<file path="config.mk">
export PLATFORM = sky130hd
export DESIGN_NAME = dma_attach_top
export DESIGN_NICKNAME = d
export VERILOG_FILES = /design/src/hw/dma_attach_pkg.sv /design/src/hw/dma_attach_top.sv /design/src/hw/c2h_port_steer.sv /design/src/hw/h2c_queue_arbiter.sv /design/src/hw/axis_skid_buffer.sv
export SDC_FILE = /design/constraint.sdc
export NUM_CORES = 1
export LEC_CHECK = 0
export BUFFER_PORTS_ARGS = -buffer_cell sky130_fd_sc_hd__buf_4
export CAP_MARGIN = 0
export CORE_AREA = 8 8 321 323
export DETAILED_ROUTE_END_ITERATION = 7
export DIE_AREA = 0 0 329 331
export PLACE_DENSITY = 0.51
export RECOVER_POWER = 25
export SLEW_MARGIN = 15
export SYNTH_ARGS = -nofsm -noshare
export SYNTH_HDL_FRONTEND = slang
export SYNTH_SLANG_ARGS = --single-unit
</file>
<file path="constraint.sdc">
create_clock -name axis_aclk -period 6.2 [get_ports axis_aclk]
set_input_delay 0 -clock axis_aclk [delete_from_list [all_inputs] [get_ports axis_aclk]]
set_output_delay 0 -clock axis_aclk [all_outputs]
set_load 0.05 [all_outputs]
</file>
<file path="src/hw/dma_attach_pkg.sv">
/*
  Shared widths, port codes and stream beat types for the DMA attachment.
  The data path is 64 bits wide. Port codes follow the internal one-hot
  sideband convention, where bit 1 is host queue 0 and bit 3 is host queue 1.
*/
`default_nettype none

package dma_attach_pkg;

  localparam int DATA_W = 64;
  localparam int KEEP_W = DATA_W / 8;
  localparam int RSVD_W = 96;

  typedef logic [DATA_W-1:0] tdata_t;
  typedef logic [KEEP_W-1:0] tkeep_t;
  typedef logic [15:0]       pkt_len_t;
  typedef logic [7:0]        port_mask_t;
  typedef logic [15:0]       queue_id_t;

  // one-hot internal port bits of the two host queues
  localparam port_mask_t QDMA0_PORT = 8'h02;
  localparam port_mask_t QDMA1_PORT = 8'h08;

  // destination codes presented to the host side
  localparam queue_id_t QDMA0_QID = 16'h1;
  localparam queue_id_t QDMA1_QID = 16'h2;

  // declared msb first, so pkt_len sits at [15:0] and dst_port at [31:24]
  typedef struct packed {
    logic [RSVD_W-1:0] reserved;
    port_mask_t        dst_port;
    port_mask_t        src_port;
    pkt_len_t          pkt_len;
  } nf_tuser_t;

  typedef struct packed {
    tdata_t    tdata;
    tkeep_t    tkeep;
    logic      tlast;
    nf_tuser_t tuser;
  } nf_beat_t;

  typedef struct packed {
    tdata_t   tdata;
    tkeep_t   tkeep;
    logic     tlast;
    pkt_len_t size;
  } h2c_beat_t;

  typedef struct packed {
    tdata_t    tdata;
    tkeep_t    tkeep;
    logic      tlast;
    pkt_len_t  size;
    queue_id_t src;
    queue_id_t dst;
  } c2h_beat_t;

  typedef enum logic [1:0] {ARB_IDLE, ARB_Q0, ARB_Q1} arb_state_t;

  typedef enum logic {STEER_IDLE, STEER_PKT} steer_state_t;

endpackage

`default_nettype wire
</file>
<file path="src/hw/dma_attach_top.sv">
/*
  DMA side of the host attachment, single clock domain.
  H2C: two host queues merged by packet, then a skid buffer to nf_tx.
  C2H: nf_rx through a skid buffer, then steered to the two host queues.
*/
`timescale 1ns/1ps
`default_nettype none

module dma_attach_top import dma_attach_pkg::*; (
  input  logic      axis_aclk,
  input  logic      axis_rst,
  input  h2c_beat_t h2c_0_beat,
  input  logic      h2c_0_valid,
  output logic      h2c_0_ready,
  input  h2c_beat_t h2c_1_beat,
  input  logic      h2c_1_valid,
  output logic      h2c_1_ready,
  output nf_beat_t  nf_tx_beat,
  output logic      nf_tx_valid,
  input  logic      nf_tx_ready,
  input  nf_beat_t  nf_rx_beat,
  input  logic      nf_rx_valid,
  output logic      nf_rx_ready,
  output c2h_beat_t c2h_0_beat,
  output logic      c2h_0_valid,
  input  logic      c2h_0_ready,
  output c2h_beat_t c2h_1_beat,
  output logic      c2h_1_valid,
  input  logic      c2h_1_ready
);

  // merged host traffic before the output slice
  nf_beat_t arb_beat;
  logic     arb_valid;
  logic     arb_ready;

  // card traffic after the input slice
  nf_beat_t rx_beat;
  logic     rx_valid;
  logic     rx_ready;

  h2c_queue_arbiter u_h2c_arb (
    .axis_aclk (axis_aclk),
    .axis_rst  (axis_rst),
    .q0_beat   (h2c_0_beat),
    .q0_valid  (h2c_0_valid),
    .q0_ready  (h2c_0_ready),
    .q1_beat   (h2c_1_beat),
    .q1_valid  (h2c_1_valid),
    .q1_ready  (h2c_1_ready),
    .out_beat  (arb_beat),
    .out_valid (arb_valid),
    .out_ready (arb_ready)
  );

  axis_skid_buffer u_h2c_skid (
    .axis_aclk (axis_aclk),
    .axis_rst  (axis_rst),
    .in_beat   (arb_beat),
    .in_valid  (arb_valid),
    .in_ready  (arb_ready),
    .out_beat  (nf_tx_beat),
    .out_valid (nf_tx_valid),
    .out_ready (nf_tx_ready)
  );

  axis_skid_buffer u_c2h_skid (
    .axis_aclk (axis_aclk),
    .axis_rst  (axis_rst),
    .in_beat   (nf_rx_beat),
    .in_valid  (nf_rx_valid),
    .in_ready  (nf_rx_ready),
    .out_beat  (rx_beat),
    .out_valid (rx_valid),
    .out_ready (rx_ready)
  );

  c2h_port_steer u_c2h_steer (
    .axis_aclk (axis_aclk),
    .axis_rst  (axis_rst),
    .in_beat   (rx_beat),
    .in_valid  (rx_valid),
    .in_ready  (rx_ready),
    .q0_beat   (c2h_0_beat),
    .q0_valid  (c2h_0_valid),
    .q0_ready  (c2h_0_ready),
    .q1_beat   (c2h_1_beat),
    .q1_valid  (c2h_1_valid),
    .q1_ready  (c2h_1_ready)
  );

endmodule

`default_nettype wire

</file>
<file path="src/hw/c2h_port_steer.sv">
/*
  Steers the internal stream to the two card-to-host queues by dst_port.
  The mask, length and source are sampled from the first beat and held
  until tlast moves. Both bits set means broadcast, neither bit set means
  the packet is consumed and dropped at full rate.
*/
`timescale 1ns/1ps
`default_nettype none

module c2h_port_steer import dma_attach_pkg::*; (
  input  logic      axis_aclk,
  input  logic      axis_rst,
  input  nf_beat_t  in_beat,
  input  logic      in_valid,
  output logic      in_ready,
  output c2h_beat_t q0_beat,
  output logic      q0_valid,
  input  logic      q0_ready,
  output c2h_beat_t q1_beat,
  output logic      q1_valid,
  input  logic      q1_ready
);

  steer_state_t state;
  logic [1:0]   mask_q;
  pkt_len_t     len_q;
  port_mask_t   src_q;
  logic [1:0]   taken_q;
  logic [1:0]   in_mask;
  logic [1:0]   cur_mask;
  pkt_len_t     cur_len;
  port_mask_t   cur_src;
  logic [1:0]   q_valid;
  logic [1:0]   q_ready;
  logic [1:0]   done;
  logic         accept;
  c2h_beat_t    base_beat;

  assign in_mask[0] = |(in_beat.tuser.dst_port & QDMA0_PORT);
  assign in_mask[1] = |(in_beat.tuser.dst_port & QDMA1_PORT);

  // first beat steers itself, later beats use what it left behind
  assign cur_mask = (state == STEER_IDLE) ? in_mask : mask_q;
  assign cur_len  = (state == STEER_IDLE) ? in_beat.tuser.pkt_len : len_q;
  assign cur_src  = (state == STEER_IDLE) ? in_beat.tuser.src_port : src_q;

  assign q_ready  = {q1_ready, q0_ready};
  assign q_valid  = {2{in_valid}} & cur_mask & ~taken_q;
  assign q0_valid = q_valid[0];
  assign q1_valid = q_valid[1];

  // an output is done when unselected, already served, or taking it now
  assign done     = ~cur_mask | taken_q | q_ready;
  assign in_ready = &done;
  assign accept   = in_valid && in_ready;

  always_comb begin
    base_beat.tdata = in_beat.tdata;
    base_beat.tkeep = in_beat.tkeep;
    base_beat.tlast = in_beat.tlast;
    base_beat.size  = cur_len;
    base_beat.src   = queue_id_t'(cur_src);
    base_beat.dst   = '0;
    q0_beat         = base_beat;
    q0_beat.dst     = QDMA0_QID;
    q1_beat         = base_beat;
    q1_beat.dst     = QDMA1_QID;
  end

  always_ff @(posedge axis_aclk) begin
    if (axis_rst) begin
      state   <= STEER_IDLE;
      taken_q <= 2'b00;
    end else begin
      if (accept) begin
        taken_q <= 2'b00;
        state   <= in_beat.tlast ? STEER_IDLE : STEER_PKT;
      end else begin
        // remember which outputs already hold the current beat
        taken_q <= taken_q | (q_valid & q_ready);
      end
    end
  end

  // per-packet sideband, loaded with the first beat
  always_ff @(posedge axis_aclk) begin
    if (accept && (state == STEER_IDLE)) begin
      mask_q <= in_mask;
      len_q  <= in_beat.tuser.pkt_len;
      src_q  <= in_beat.tuser.src_port;
    end
  end

  // an output never shows valid for a queue the packet does not address
  a_valid_in_mask: assert property (@(posedge axis_aclk) disable iff (axis_rst)
    (!q0_valid || ((state == STEER_PKT) ? mask_q[0] : in_beat.tuser.dst_port[1])) &&
    (!q1_valid || ((state == STEER_PKT) ? mask_q[1] : in_beat.tuser.dst_port[3])));

endmodule

`default_nettype wire

</file>
<file path="src/hw/h2c_queue_arbiter.sv">
/*
  Packet-level round-robin merge of the two host-to-card queues.
  A grant is taken in the cycle after a queue shows valid, so there is one
  idle cycle between packets. Sideband carries length and source port only,
  the destination and reserved fields are always zero.
*/
`timescale 1ns/1ps
`default_nettype none

module h2c_queue_arbiter import dma_attach_pkg::*; (
  input  logic      axis_aclk,
  input  logic      axis_rst,
  input  h2c_beat_t q0_beat,
  input  logic      q0_valid,
  output logic      q0_ready,
  input  h2c_beat_t q1_beat,
  input  logic      q1_valid,
  output logic      q1_ready,
  output nf_beat_t  out_beat,
  output logic      out_valid,
  input  logic      out_ready
);

  arb_state_t state;
  arb_state_t state_next;
  logic       last_q1;
  h2c_beat_t  sel_beat;
  logic       sel_valid;
  logic       eop;

  // granted queue drives the output, nothing is valid while idle
  assign sel_beat = (state == ARB_Q1) ? q1_beat : q0_beat;

  always_comb begin
    case (state)
      ARB_Q0:  sel_valid = q0_valid;
      ARB_Q1:  sel_valid = q1_valid;
      default: sel_valid = 1'b0;
    endcase
  end

  assign out_valid = sel_valid;
  assign q0_ready  = (state == ARB_Q0) && out_ready;
  assign q1_ready  = (state == ARB_Q1) && out_ready;
  assign eop       = sel_valid && out_ready && sel_beat.tlast;

  // tag the granted beat with its length and source port
  always_comb begin
    out_beat.tdata          = sel_beat.tdata;
    out_beat.tkeep          = sel_beat.tkeep;
    out_beat.tlast          = sel_beat.tlast;
    out_beat.tuser.pkt_len  = sel_beat.size;
    out_beat.tuser.src_port = (state == ARB_Q1) ? QDMA1_PORT : QDMA0_PORT;
    out_beat.tuser.dst_port = '0;
    out_beat.tuser.reserved = '0;
  end

  always_comb begin
    state_next = state;
    case (state)
      ARB_IDLE: begin
        // on a tie the queue that was not served last goes first
        if (q0_valid && (!q1_valid || last_q1)) begin
          state_next = ARB_Q0;
        end else if (q1_valid) begin
          state_next = ARB_Q1;
        end
      end
      ARB_Q0, ARB_Q1: begin
        if (eop) begin
          state_next = ARB_IDLE;
        end
      end
      default: state_next = ARB_IDLE;
    endcase
  end

  always_ff @(posedge axis_aclk) begin
    if (axis_rst) begin
      state   <= ARB_IDLE;
      // pretend queue 1 went last so queue 0 takes the first tie
      last_q1 <= 1'b1;
    end else begin
      state <= state_next;
      if (state_next == ARB_Q0) begin
        last_q1 <= 1'b0;
      end else if (state_next == ARB_Q1) begin
        last_q1 <= 1'b1;
      end
    end
  end

  // a grant is held from the first beat up to the tlast transfer
  a_grant_held: assert property (@(posedge axis_aclk) disable iff (axis_rst)
    out_valid && !(out_ready && out_beat.tlast) |=> $stable(out_beat.tuser.src_port));

endmodule

`default_nettype wire

</file>
<file path="src/hw/axis_skid_buffer.sv">
/*
  Two-entry register slice for the internal stream.
  in_ready is registered and falls only when both entries hold a beat.
  A beat taken in one cycle is presented at the output in the next.
*/
`timescale 1ns/1ps
`default_nettype none

module axis_skid_buffer import dma_attach_pkg::*; (
  input  logic     axis_aclk,
  input  logic     axis_rst,
  input  nf_beat_t in_beat,
  input  logic     in_valid,
  output logic     in_ready,
  output nf_beat_t out_beat,
  output logic     out_valid,
  input  logic     out_ready
);

  nf_beat_t   mem [2];
  logic       wr_ptr;
  logic       rd_ptr;
  logic [1:0] count;
  logic [1:0] count_next;
  logic       push;
  logic       pop;

  assign push      = in_valid && in_ready;
  assign pop       = out_valid && out_ready;
  assign out_valid = (count != 2'd0);
  assign out_beat  = mem[rd_ptr];

  // occupancy after this cycle's push and pop
  always_comb begin
    case ({push, pop})
      2'b10:   count_next = count + 2'd1;
      2'b01:   count_next = count - 2'd1;
      default: count_next = count;
    endcase
  end

  always_ff @(posedge axis_aclk) begin
    if (axis_rst) begin
      wr_ptr   <= 1'b0;
      rd_ptr   <= 1'b0;
      count    <= 2'd0;
      in_ready <= 1'b0;
    end else begin
      if (push) begin
        wr_ptr <= ~wr_ptr;
      end
      if (pop) begin
        rd_ptr <= ~rd_ptr;
      end
      count    <= count_next;
      // look ahead so ready is low in the cycle both entries are full
      in_ready <= (count_next != 2'd2);
    end
  end

  always_ff @(posedge axis_aclk) begin
    if (push) begin
      mem[wr_ptr] <= in_beat;
    end
  end

  // a stalled output beat must be held until it is taken
  a_out_stable: assert property (@(posedge axis_aclk) disable iff (axis_rst)
    out_valid && !out_ready |=> out_valid && $stable(out_beat));

endmodule

`default_nettype wire

</file>
# Word level (Yosys, flattened, before mapping)
# Memory sizes are Yosys's and may differ from the RTL's. A register that Yosys moved wholly into a read port is not among the register bits.
# Index checks and enable logic that the tools add are counted.
# classes
addsub	4
eq_ne	10
mux	23
bitwise_logic	13
reduce_logical	18
# ops
cell	count
89-bit 2-to-1 mux	1
16-bit 2-to-1 mux	1
2-bit one-hot mux with 2 select lines	3
1-bit 2-to-1 mux	11
1-bit logical AND	9
2-bit by 1-bit equality test with 1-bit output, second input constant	4
2-bit equality test, second input constant	4
2-bit 2-to-1 mux	4
8-bit 2-to-1 mux	1
2-bit bitwise AND	3
2-bit OR	3
2-bit nonzero test	3
1-bit inverter	5
2-bit by 1-bit adder with 2-bit output, second input constant	2
4-bit 2-to-1 mux	1
2-bit inequality test, second input constant	2
2-bit inverter	2
2-bit OR reduction	2
2-bit by 1-bit subtractor with 2-bit output, second input constant	2
2-bit logical NOT	1
1-bit one-hot mux with 2 select lines	1
2-bit AND reduction	1
1-bit logical NOT	1
1-bit logical OR	1
# totals
reg_bits	42
ramBits	588
input_bits	387
output_inout_bits	449
wordCells	85
mem_count	2
# mem_list
memory	depth	word_bits	read_ports	rd_ports_with_merged_regs	write_ports	line	source
u_c2h_skid.mem	2	201	1	1	1	axis_skid_buffer.sv:20	nf_beat_t mem [2];
u_h2c_skid.mem	2	93	1	1	1	axis_skid_buffer.sv:20	

# Depth between registers and ports, before layout
# depth
depth_word	9
mapped_depth	10
ltp_nobuf	9

# Modules after synthesis
# Synthesis repeated with hierarchy kept, for this count alone.
# unflattened
cells_unflattened	1844
hier_area_um2	34619.5
# by_module_without_submodules
module	n_inst	cells_per_inst	area_per_inst_um2
axis_skid_buffer	2	652	14751.6
c2h_port_steer	1	297	2917.8
h2c_queue_arbiter	1	243	2198.4

# Worst setup path after synthesis
# OpenSTA, ideal clock, no wires.
# synth_timing
path_type	register to register
startpoint	register u_h2c_arb.state[0]
endpoint	memory u_h2c_skid.mem[0][0] in the netlist's numbering (enable)
setup_ns	0.542
t_arrival_ns	5.014
path_slack_ns	0.645
stages_incl_launch_ff	7
path_buffers	1
synth_period_minus_slack_ns	5.555
cell_sequence	dfxtp_1 -> inv_1 -> ha_1 -> clkbuf_1 -> a22o_1 -> nand3_1 -> nor2_1
# synth_between
elab_chain_cells	5
word_cells_on_any_way	6
cone_classes	2 x eq/ne; 3 x mux; 1 x reduce/logical
# synth_lines
item	line	source
start, declared	h2c_queue_arbiter.sv:24	arb_state_t state;
start signal, assigned	h2c_queue_arbiter.sv:84	state <= state_next;
2-bit equality test or 2-bit by 1-bit equality test with 1-bit output (tied branches)	h2c_queue_arbiter.sv:35	case (state)
1-bit one-hot mux with 2 select lines *	h2c_queue_arbiter.sv:35	
1-bit logical AND *	axis_skid_buffer.sv:28	assign push = in_valid && in_ready;
1-bit 2-to-1 mux *	axis_skid_buffer.sv:62	if (push) begin
1-bit 2-to-1 mux (implied by the code) *	axis_skid_buffer.sv:63	mem[wr_ptr] <= in_beat;
end, declared	axis_skid_buffer.sv:20	
# Mark *: on every way between the ends. The rest lies on a longest branch, timed or not.

==> out/summary.md <==
The flow ran to the end, but the final reports show violations. The checks that failed: max-capacitance violations, max-slew violations. The count of placed standard cells in the final layout, fillers left out was 3237. The hold path startpoint is nf_rx_beat[200]. For the clock share of power, the log shows 25.5%.

The transition time of the tightest slew-check pin is 2.69 ns. The worst setup path is launched from a flip-flop. The worst reg2reg path startpoint is u_h2c_arb.state[0]. The final critical path takes up 70.0% of the cycle.

The average footprint of a synthesized cell was 16.2 um2; the core outline area was 0.0977 mm2. Summing over every cut layer, the via total after detailed routing is 11.4k. The clock passes through at most 3 buffers. The path type of the worst setup path was reg2reg. Of the total power, combinational logic draws 42.9%. In this run, distinct cell masters in the synthesized netlist total 40. Relative to the synthesized area, the layout overhead comes to 44.4%. Once the clock tree was built, the setup fixing pass inserted 0 buffers.

The internal power of the cells is 6.77 mW. The global routing stage identified its most utilized layer as met2. The root buffer cell chosen for the clock tree is clkbuf_16. Entering global routing, the biggest net connects 84 pins. The tools report the clock buffer count from CTS as 50. The run gives 0.109 mm2 as the area of the die.

The proportion of total power due to net switching is 40.7%, and the worst hold path depth is 2. The total design power was 11.4 mW; the peak fanout along the critical path was 48. The kind of capture point of the worst setup path was a flip-flop. Fmax: 0.230 GHz.

The number of global-route vias before repair was 12.9k. For hold timing, the worst endpoint is u_c2h_skid.mem[0][200]. For the part of the power in registers, the log shows 31.6%. The share of synthesized area in the top cell type comes to 63.5%. During synthesis, Yosys emitted a total of 0 warnings. The count of final max-slew check failures is 140. The run gives 28.4% as the post-layout utilization of the core.

Number of synthesized register bits: 424. For this design the top-level I/O count stands at 836. Global routing consumed, on the met3 layer, 3.60% of the routing resources.

Of all flip-flops after synthesis, the portion carrying an async set or reset was 0%. Remaining global-route overflow: 0. The number of levels the H-tree was split into is 2, and the number of rows in the core area is 115. In this run the power spent charging and discharging nets is 4.64 mW. The post-route clock skew was 0.0284 ns; the share of layout cells above drive strength 1 was 48.7%. Once layout is done, the placed cells without fillers occupy 0.0277 mm2. At the end of the flow, the number of nets in the layout was 2297.

STA puts the critical path data required time at 6.53 ns. The count of nets left with antenna violations once routing finished came out at 0. The headroom to the max-slew limit is -79.7%, and the final critical path time including I/O delays and setup is 4.34 ns.

After synthesis, the most frequently instantiated cells are edfxtp_1 (406), buf_4 (328), mux2_2 (305). For met2 alone, demand over resource in global routing was 16.0%. In the synthesized netlist the dominant register cell turns out to be edfxtp_1. Ranked by total cell area, the synthesized netlist is headed by edfxtp_1 (64%), mux2_2 (18%), buf_4 (13%). The number of hold violations in the final report is 0, and the cell area after technology mapping is 0.0192 mm2.

After clock tree synthesis, the repair step resized 0 gates. The total power density per cell area is 412 mW/mm2. The share of the Yosys chip area taken by registers is 65.4%.

Count of mapped cells out of synthesis: 1185. In this run the static leakage power is 10.5 nW. Summing all multi-input logic gate instances after layout gives 0.00460 mm2. Tracing the worst setup path back leads to its startpoint at u_h2c_arb.state[0].

The tool flagged a number of max-cap violations equal to 4. The first-iteration detailed-routing DRC count came out at 340. Slack of the worst reg-to-reg path: 1.86 ns. The cell area reported after detailed placement is 0.0232 mm2, and the clock transition at the registers of the reported paths is 0.06 ns. All-layer global routing usage: 9.30%.

The routability congestion estimate from global placement is 0.854, and the count of endpoints failing setup in the final report is 0. The first global-routing pass estimated 78100 um of wire. For the worst flop-to-flop path, the logic depth is 5. Detailed placement finished with a half-perimeter wire length of 38200 um. The number of enable flip-flop cells after synthesis was 406. Setup repair after global routing left no endpoint under its margin. In this run the worst hold path is classified as in2reg. The initial antenna violation count was 10. Number of remaining DRC errors: 0. From bottom edge to top edge, the die measures 331 um. The detailed-routing iteration count for the pre-antenna-repair pass is 4, and the area taken by flip-flops and latches is 0.0126 mm2. The total wire length after detailed routing was 53900 um.

Adding up every negative setup slack in the final design gives 0 ns. The die is 329 um wide. The tools report the end of the worst register-to-register path as u_h2c_skid.mem[1][76]. The run gives 10.3% as the met1 usage. The arrival time at the worst endpoint is 4.67 ns, and the TritonCTS sink count is 424. TritonCTS built the clock tree. The initial cell density of the core came out at 19.6%. Fill cell total of the finished layout: 9812. The via count normalized by instance count is 3.52. The clock reaches the later pin of the worst-skew pair after 0.63 ns.

Across the VDD grid, the largest voltage drop is 0.424 mV. The largest area contributor in the synthesized netlist is edfxtp_1. The placed cell count was 2849; the count of buffers inserted at the top-level ports was 575. The average detailed-routed wire length per instance works out to 16.7 um.

In the post-synthesis netlist, the cell with the most instances is edfxtp_1.
-- area by class of cell --
| class | instances | area share (%) |
|---|---|---|
| Clock inverter | 33 | 1.26 |
| Antenna cell | 6 | 0.0542 |
| Tap cell | 1287 | 5.81 |
| Sequential cell | 424 | 45.3 |
| Clock buffer | 60 | 4.65 |
| Multi-Input combinational cell | 543 | 16.6 |
| Timing Repair Buffer | 874 | 26.2 |
| Inverter | 10 | 0.135 |
-- what timing repair did --
item | 4_1_cts | 5_1_grt
hold buffers | 289 | 0
setup endpoints to repair | 0 | 0
hold endpoints to repair | 418 | 0
-- flip-flops by register name (all words and copies together), names as in the netlist, named ones only --
| name | count |
|---|---|
| u_c2h_steer.src_q | 8 |
| u_h2c_skid.count | 2 |
| u_h2c_skid.mem | 182 |
| u_c2h_steer.mask_q | 2 |
| u_c2h_skid.mem | 198 |
| u_c2h_steer.state | 1 |
| u_h2c_skid.wr_ptr | 1 |
| u_c2h_steer.len_q | 16 |
| u_h2c_arb.state | 2 |
| u_c2h_skid.wr_ptr | 1 |
| u_c2h_steer.taken_q | 2 |
| u_c2h_skid.count | 2 |
| u_h2c_skid.in_ready | 1 |
| u_h2c_arb.last_q1 | 1 |
| u_h2c_skid.rd_ptr | 1 |
| u_c2h_skid.rd_ptr | 1 |
| u_c2h_skid.in_ready | 1 |
-- power groups by stage --
stage | logic [mW] | clock network [mW] | registers (mW)
2_1_floorplan | 3.94 | 0 | 3.61
3_3_place_gp | 4.71 | 0 | 3.67
3_5_place_dp | 4.72 | 0 | 3.68
4_1_cts | 4.97 | 3.05 | 3.62
5_1_grt | 5.12 | 3.13 | 3.64
6_report | 4.89 | 2.91 | 3.61
-- worst max-delay path by stage --
stage | to | slack, ns
floorplan | u_h2c_skid.mem[0][0] | 0.64
global placement | u_h2c_skid.mem[1][5] | 2.83
detailed placement | u_h2c_skid.mem[1][5] | 2.76
CTS | u_h2c_skid.mem[1][0] | 2.74
global route | u_h2c_skid.mem[1][76] | 1.52
finish | u_h2c_skid.mem[1][76] | 1.86
-- layer usage --
layer  wire, um  vias to the layer above  share of wire (%)
li1           -                     5310                  -
met1      20600                     5488                 38
met2      26200                      502                 49
met3       5290                       76                9.8
met4       1890                        4                3.5
met5         27                        -              0.050
-- metrics by stage --
stage	hold slack (ns)	setup slack, ns
floorplan	0.0989	0.645
global placement	0.184	2.83
detailed placement	0.188	2.76
CTS	0.00664	2.74
global route	0.0693	1.52
finish	0.121	1.86
-- layout by cell type, fill, tap and decap left out, types with 3 or more instances in the layout --
cell type	synthesis	layout
clkbuf_1	33	21
clkbuf_4	0	91
conb_1	2	158
clkinv_1	0	11
clkbuf_16	0	50
clkinv_2	0	6
clkinvlp_4	0	3
xnor2_1	4	4
and2_1	5	4
bufinv_16	0	5
xor2_1	3	3
a21oi_1	5	5
buf_4	328	481
edfxtp_1	406	406
ha_1	7	7
dfxtp_1	18	17
nor2b_1	4	4
mux2_1	0	12
mux2_2	305	293
nand2_1	5	5
nor3_1	6	6
diode_2	0	6
nor2_1	16	14
dlygate4sd3_1	0	289
clkinv_4	0	3
inv_1	10	10
-- cells by family (layout without fill, tap and decap cells) --
logic type,after synthesis,count (layout),share of synthesized area [%]
flops,424,424,65.4
compound gates,21,21,0.919
simple gates,43,43,1.09
fa+ha+maj,7,7,0.456
xor+xnor,7,7,0.319
buf+inv,374,977,13.8
mux,307,307,18.0
other cells,2,164,0.0391
-- worst max-delay path: stages (launching register included) --
cell and delay [ns]:
dfxtp_1 0.35, inv_1 0.11, ha_1 1.67, buf_4 0.81, mux2_2 0.45, dlygate4sd3_1 0.63
(Power assumes the default switching activity.)
